## src/hw/wordStorePkg.sv

```systemverilog
package wordStorePkg;

	// Word address width, 64 words in the store
	localparam int addrWidth = 6;
	localparam int wordWidth = 32;

	typedef logic [addrWidth-1:0] addrT;
	typedef logic [wordWidth-1:0] wordT;

	// Reduction opcodes
	typedef enum logic
	{
		opSum = 1'b0,
		opXor = 1'b1
	} reduceOpT;

	// One write from the byte loader into the memory
	typedef struct packed
	{
		logic enable;
		addrT address;
		wordT data;
	} memWriteT;

	// Region to fold, base must be even and pairCount non-zero
	typedef struct packed
	{
		reduceOpT opcode;
		addrT base;
		addrT pairCount;
	} reduceReqT;

	// Final value along with the opcode that produced it
	typedef struct packed
	{
		wordT value;
		reduceOpT opcode;
	} reduceResT;

	typedef enum logic [1:0]
	{
		idle,
		issue,
		drain
	} reducerStateT;

endpackage

```

## src/hw/byteLoader.sv

```systemverilog
`timescale 1ns/1ps

module byteLoader
(
	input logic clock,
	input logic rstN,

	// Load control
	input logic loadStart,
	input wordStorePkg::addrT loadBase,

	// Byte stream
	input logic byteValid,
	input logic [7:0] byteData,

	// Write port of the memory
	output wordStorePkg::memWriteT memWrite
);
	import wordStorePkg::*;

	// Position of the next byte within its group
	logic [1:0] byteIndex;
	// Bytes 0 to 2 of the group being built
	logic [23:0] partialWord;
	// Where the next complete word goes
	addrT nextAddress;

	// Registered write toward the memory
	logic writeEnable;
	addrT writeAddress;
	wordT writeData;

	// Control state
	always_ff @(posedge clock or negedge rstN)
	begin
		if (!rstN)
		begin
			byteIndex <= 2'd0;
			nextAddress <= '0;
			writeEnable <= 1'b0;
		end
		else
		begin
			// Write enable is a single-cycle strobe
			writeEnable <= 1'b0;
			if (loadStart)
			begin
				// Any partial group is dropped here
				byteIndex <= 2'd0;
				nextAddress <= loadBase;
			end
			else if (byteValid)
			begin
				byteIndex <= byteIndex + 2'd1;
				if (byteIndex == 2'd3)
				begin
					writeEnable <= 1'b1;
					// Wraps at the top of memory
					nextAddress <= nextAddress + 1'b1;
				end
			end
		end
	end

	// Payload, little-endian packing
	always_ff @(posedge clock)
	begin
		if (byteValid && !loadStart)
		begin
			if (byteIndex == 2'd3)
			begin
				// Fourth byte lands in the top lane
				writeData <= {byteData, partialWord};
				writeAddress <= nextAddress;
			end
			else
				partialWord[{byteIndex, 3'b000} +: 8] <= byteData;
		end
	end

	assign memWrite = '{enable: writeEnable, address: writeAddress, data: writeData};

	// Stray X on the strobe would corrupt the byte count
	byteValidKnown: assert property (@(posedge clock) disable iff (!rstN)
		!$isunknown(byteValid));

endmodule

```

## src/hw/dualReadRam.sv

```systemverilog
`timescale 1ns/1ps

module dualReadRam
#(
	parameter int addrBits = wordStorePkg::addrWidth
)
(
	input logic clock,

	// Write port
	input wordStorePkg::memWriteT memWrite,

	// Read port A
	input logic [addrBits-1:0] readAddressA,
	output wordStorePkg::wordT dataOutA,

	// Read port B
	input logic [addrBits-1:0] readAddressB,
	output wordStorePkg::wordT dataOutB
);
	import wordStorePkg::*;

	localparam int depth = 2 ** addrBits;

	// Storage array, contents undefined until loaded
	wordT storage [depth];

	// One write and two reads per edge
	always_ff @(posedge clock)
	begin
		if (memWrite.enable)
			storage[memWrite.address] <= memWrite.data;

		// Reads see the word from before this edge
		dataOutA <= storage[readAddressA];
		dataOutB <= storage[readAddressB];
	end

endmodule

```

## src/hw/pairReducer.sv

```systemverilog
`timescale 1ns/1ps

module pairReducer
(
	input logic clock,
	input logic rstN,

	// Request side
	input logic reduceStart,
	input wordStorePkg::reduceReqT reduceReq,

	// Memory read ports
	output wordStorePkg::addrT readAddressA,
	output wordStorePkg::addrT readAddressB,
	input wordStorePkg::wordT dataA,
	input wordStorePkg::wordT dataB,

	// Status and result
	output logic busy,
	output logic done,
	output wordStorePkg::reduceResT result
);
	import wordStorePkg::*;

	reducerStateT state;

	// Opcode held for the whole request
	reduceOpT opcode;
	// Address of the even word of the current pair
	addrT issueAddress;
	// Pairs still to be issued, counting the current one
	addrT pairsLeft;
	// High when dataA and dataB hold a pair to fold
	logic dataValid;
	wordT accumulator;

	// Pair addresses come straight from the issue register
	assign readAddressA = issueAddress;
	assign readAddressB = issueAddress + 1'b1;

	assign busy = (state != idle);
	assign result = '{value: accumulator, opcode: opcode};

	// FSM and pipeline control
	always_ff @(posedge clock or negedge rstN)
	begin
		if (!rstN)
		begin
			state <= idle;
			dataValid <= 1'b0;
			done <= 1'b0;
			pairsLeft <= '0;
		end
		else
		begin
			done <= 1'b0;
			// Read data shows up one edge after its address
			dataValid <= (state == issue);
			case (state)
				idle:
				begin
					// Start while busy never reaches this branch
					if (reduceStart)
					begin
						state <= issue;
						pairsLeft <= reduceReq.pairCount;
					end
				end
				issue:
				begin
					pairsLeft <= pairsLeft - 1'b1;
					if (pairsLeft == addrT'(1))
						state <= drain;
				end
				drain:
				begin
					// Last pair already folded once dataValid drops
					if (!dataValid)
					begin
						done <= 1'b1;
						state <= idle;
					end
				end
				default:
					state <= idle;
			endcase
		end
	end

	// Address walk and accumulator
	always_ff @(posedge clock)
	begin
		if (state == idle && reduceStart)
		begin
			opcode <= reduceReq.opcode;
			issueAddress <= reduceReq.base;
			// Zero is the identity of both sum and xor
			accumulator <= '0;
		end
		else
		begin
			if (state == issue)
				issueAddress <= issueAddress + addrT'(2);
			if (dataValid)
			begin
				case (opcode)
					opSum: accumulator <= accumulator + dataA + dataB;
					opXor: accumulator <= accumulator ^ dataA ^ dataB;
				endcase
			end
		end
	end

	// Requester must wait for busy to fall
	noStartWhileBusy: assert property (@(posedge clock) disable iff (!rstN)
		reduceStart |-> !busy);

	pairCountNonZero: assert property (@(posedge clock) disable iff (!rstN)
		reduceStart |-> (reduceReq.pairCount != '0));

	// Odd base would split pairs across the wrong words
	baseIsEven: assert property (@(posedge clock) disable iff (!rstN)
		reduceStart |-> !reduceReq.base[0]);

	doneSinglePulse: assert property (@(posedge clock) disable iff (!rstN)
		done |=> !done);

endmodule

```

## src/hw/wordStore.sv

```systemverilog
`timescale 1ns/1ps

module wordStore
(
	input logic clock,
	input logic rstN,

	// Byte load side
	input logic loadStart,
	input wordStorePkg::addrT loadBase,
	input logic byteValid,
	input logic [7:0] byteData,

	// Reduction side
	input logic reduceStart,
	input wordStorePkg::reduceReqT reduceReq,
	output logic busy,
	output logic done,
	output wordStorePkg::reduceResT result
);
	import wordStorePkg::*;

	// Loader to memory
	memWriteT memWrite;

	// Reducer to memory and back
	addrT readAddressA;
	addrT readAddressB;
	wordT dataA;
	wordT dataB;

	byteLoader byteLoader_i
	(
		.clock(clock),
		.rstN(rstN),
		.loadStart(loadStart),
		.loadBase(loadBase),
		.byteValid(byteValid),
		.byteData(byteData),
		.memWrite(memWrite)
	);

	dualReadRam #(.addrBits(addrWidth)) dualReadRam_i
	(
		.clock(clock),
		.memWrite(memWrite),
		.readAddressA(readAddressA),
		.dataOutA(dataA),
		.readAddressB(readAddressB),
		.dataOutB(dataB)
	);

	pairReducer pairReducer_i
	(
		.clock(clock),
		.rstN(rstN),
		.reduceStart(reduceStart),
		.reduceReq(reduceReq),
		.readAddressA(readAddressA),
		.readAddressB(readAddressB),
		.dataA(dataA),
		.dataB(dataB),
		.busy(busy),
		.done(done),
		.result(result)
	);

endmodule

```

## config.mk

```make
export PLATFORM = sky130hd
export DESIGN_NAME = wordStore
export DESIGN_NICKNAME = d
export VERILOG_FILES = /design/src/hw/wordStorePkg.sv /design/src/hw/byteLoader.sv /design/src/hw/dualReadRam.sv /design/src/hw/pairReducer.sv /design/src/hw/wordStore.sv
export SDC_FILE = /design/constraint.sdc
export NUM_CORES = 2
export LEC_CHECK = 0
export BUFFER_PORTS_ARGS = -buffer_cell sky130_fd_sc_hd__buf_2
export CAP_MARGIN = 10
export CORE_MARGIN = 2
export CORE_UTILIZATION = 45
export CTS_BUF_LIST = sky130_fd_sc_hd__clkbuf_16
export DETAILED_ROUTE_END_ITERATION = 16
export PLACE_DENSITY = 0.71
export SETUP_SLACK_MARGIN = 0.2
export SYNTH_ARGS = -nofsm -noshare
export SYNTH_HDL_FRONTEND = slang
export SYNTH_SLANG_ARGS = --single-unit
export TNS_END_PERCENT = 50
```

## constraint.sdc

```tcl
create_clock -name clock -period 9.1 [get_ports clock]
set_input_delay 1.82 -clock clock [delete_from_list [all_inputs] [get_ports clock]]
set_output_delay 1.82 -clock clock [all_outputs]
set_load 0.005 [all_outputs]
```

==> flow_summary.ini <==
[cells_and_area]
n_fill_cell = 17700
area_delta_synth_final_pct = 11.1
seqCellArea_mm2 = 0.0660
nets = 5401
final_core_util_pct = 50.2
drive_above_1_share_pct = 31.3
multi_input_area_mm2 = 0.0352
final_area_mm2 = 0.114
final_cells = 8490

[clock_tree]
cts_sinks = 2232
cts.hold.buffers_added = 0
clk_latency_ns = 0.88
postCtsResizedCells = 0
clockBufferDepth = 3
cts_made_buffers = 211
cts_root_buf = clkbuf_16
cts_tree = built
ctsHtreeMaxLevel = 4
post_cts_buffers = 0
clkTransAtPathRegs_ns = 0.07

[placed_design]
gp_congestion = 0.858
place_hpwl_um = 167000
post-place-cells = 8093
port-buffer-count = 66
placed_area_mm2 = 0.107
pre_cts_ws_ns = 4.07

[floorplanning]
fp.dieH_um = 482
coreArea_mm2 = 0.227
start_util_pct = 45.2
die_w_um = 482
num_rows = 175
io_pins = 67
die_area_mm2 = 0.233

[route]
drc_errors = 0
drtPass1Iterations = 7
vias_per_cell = 6.80
wl_per_cell_um = 36.1
postRouteAntennaNets = 0
drt_wl_total_um = 307000
via_count = 57700
drtIter0Drc = 9070

[global_routing]
grt_pass1_wl_um = 431000
grt_max_degree = 130
grt-ovfl-total = 0
antenna_found_initial = 16
grt_pass1_vias = 57300
grt_util_all_layers_pct = 26.5

[sta]
final.setup_skew_ns = 0.0614
finalHoldViolCount = 0
setup_tns_ns = 0
setup_viol = 0
worstMarginPinSlew_ns = 1.21
drv_slew = 0
slew-limit-headroom_pct = 19.5
period_needed_ns = 5.25
setup_ws_ns = 3.85
min_period_over_period_pct = 57.6
rsz0062_at_grt = false
max_freq_mhz = 191

[critical_path]
crit_type = reg -> reg
cp-start-kind = flop
arrival_ns = 5.89
crit_fanout = 76
required_ns = 9.75
crit_path_end_kind = flop

[logic_synthesis]
synthCells = 5241
synth-seq-cells = 2232
synth_top_area_share_pct = 61.8
yosysWarnings = 0
seq_area_frac_synth_pct = 64.1
yosysUniqueCellTypes = 68
yosys_most_used_dff = edfxtp_1
synth_edf_count = 2117
avgSynthCellArea_um2 = 19.6
synth.area.top_cells = edfxtp_1, mux4_2, mux2i_1
synthArstFlopShare_pct = 0.851
yosys.area.top_type = edfxtp_1
netlist_area_mm2 = 0.103
syn-num-nets = 5345

[outcome]
status = finished clean

[hold_path]
hold_class = reg -> reg

[job]
cap_violations = 0

[power]
p_leak_nw = 36.9
max-vdd-ir-drop_uv = 370
powerDensity_mw_per_mm2 = 309
[path summary, 6_finish.rpt]
path / slack, ns / to / cells past startpoint / start
min: 0.42 / byteLoader_i.writeData[16] / 0 / byteLoader_i.partialWord[16]
min in group asynchronous: 1.04 / pairReducer_i.state[1] / 1 / rstN
max reg2reg: 3.85 / dualReadRam_i.dataOutA[12] / 7 / pairReducer_i.readAddressA[1]
max in group asynchronous: 7.49 / byteLoader_i.byteIndex[1] / 1 / rstN
max: 3.85 / dualReadRam_i.dataOutA[12] / 7 / pairReducer_i.readAddressA[1]
min reg2reg: 0.42 / byteLoader_i.writeData[16] / 0 / byteLoader_i.partialWord[16]
[cell families (layout without fill, tap and decap cells)]
logic type | count (synthesis) | in the layout | synth area share, %
buffers and inverters | 555 | 794 | 2.23
AO/OA/AOI/OAI | 530 | 530 | 3.18
flip-flops | 2232 | 2232 | 64.1
adder cells (fa/ha/maj) | 72 | 72 | 1.11
multiplexers | 1446 | 1446 | 27.4
other | 0 | 1 | 0
XOR/XNOR | 36 | 36 | 0.306
AND/OR/NAND/NOR | 370 | 370 | 1.72
[layout by cell type, fill, tap and decap left out, types with 16 or more instances in the layout]
| cell | synthesis | final |
|---|---|---|
| edfxtp_1 | 2117 | 2117 |
| mux4_2 | 1094 | 1094 |
| mux2i_1 | 351 | 351 |
| inv_1 | 168 | 215 |
| clkbuf_16 | 0 | 215 |
| o21ai_0 | 183 | 183 |
| buf_4 | 8 | 145 |
| a21oi_1 | 105 | 105 |
| dfxtp_1 | 96 | 96 |
| nand2_1 | 94 | 94 |
| a211oi_1 | 70 | 70 |
| o22ai_1 | 68 | 68 |
| buf_2 | 136 | 66 |
| nor2_1 | 126 | 64 |
| nor2_4 | 0 | 62 |
| o221ai_1 | 48 | 48 |
| clkinv_1 | 2 | 47 |
| nand3_1 | 44 | 43 |
| clkinv_2 | 0 | 42 |
| ha_1 | 40 | 39 |
| fa_1 | 32 | 32 |
| and2_1 | 30 | 30 |
| bufinv_16 | 0 | 25 |
| xor2_1 | 23 | 20 |
| dfrtp_1 | 19 | 19 |
| buf_12 | 0 | 17 |
| a21o_1 | 16 | 16 |
[area by class of cell]
type / instances / area share, %
diodes: 1 / 0.00219
clock inverters: 181 / 1.36
multi-input cells: 2454 / 30.8
repair buffers: 228 / 1.54
well taps: 3009 / 3.29
flip-flops and latches: 2232 / 57.7
inverters: 170 / 0.558
clock buffers: 215 / 4.71
[synth_stat cells (8+ instances only)]
master	instances
o21ai_0	183
buf_2	136
o221ai_1	48
clkbuf_1	188
nand4_1	12
and2_1	30
and3_1	10
o22ai_1	68
a211oi_1	70
a21oi_1	105
nand2b_1	8
a31oi_1	8
edfxtp_1	2117
a21o_1	16
inv_1	168
fa_1	32
dfrtp_1	19
xnor2_1	13
mux4_2	1094
mux2i_1	351
nand2_1	94
dfxtp_1	96
buf_4	8
nor2_1	126
buf_1	51
nand3_1	44
xor2_1	23
ha_1	40
nor2b_1	11
[worst max-delay path, cell delays in order, from the launching register on]
cell and delay [ns]:
edfxtp_1 0.99, buf_12 0.51, buf_4 0.72, buf_4 0.66
mux4_2 0.42, mux4_2 0.50, mux2i_1 0.67, o21ai_0 0.36
[power by group]
part / total, mW / internal (mW) / switching [mW]
Sequential: 11.8 / 11.4 / 0.372
Clock: 8.86 / 4.99 / 3.87
Combinational: 14.7 / 6.34 / 8.39
[per-layer routing]
layer / vias to the layer above / track usage, % / wire (um)
li1: 22300 / - / -
met1: 30600 / 34.9 / 107000
met2: 4088 / 42.1 / 146000
met3: 720 / 6.96 / 39600
met4: 10 / 10.8 / 14400
met5: - / 0 / 60
[registers in the layout (all words and copies together) (netlist names)]
name	flops
dualReadRam_i.dataOutB	32
dualReadRam_i.storage	2048
byteLoader_i.writeAddress	6
dualReadRam_i.dataOutA	32
pairReducer_i.pairsLeft	6
pairReducer_i.readAddressA	6
byteLoader_i.byteIndex	2
byteLoader_i.nextAddress	6
byteLoader_i.writeEnable	1
pairReducer_i.state	2
byteLoader_i.partialWord	24
pairReducer_i.dataValid	1
byteLoader_i.writeData	32
pairReducer_i.done	1
pairReducer_i.accumulator	32
pairReducer_i.opcode	1
[metrics by stage]
| stage | hold slack [ns] | total power [mW] |
|---|---|---|
| 2_1_floorplan | 0.400 | 21.9 |
| 3_3_place_gp | 0.401 | 26.4 |
| 3_5_place_dp | 0.405 | 26.5 |
| 4_1_cts | 0.419 | 35.2 |
| 5_1_grt | 0.425 | 36.7 |
| 6_report | 0.418 | 35.4 |
No activity file was read; power rests on OpenSTA's default activity.
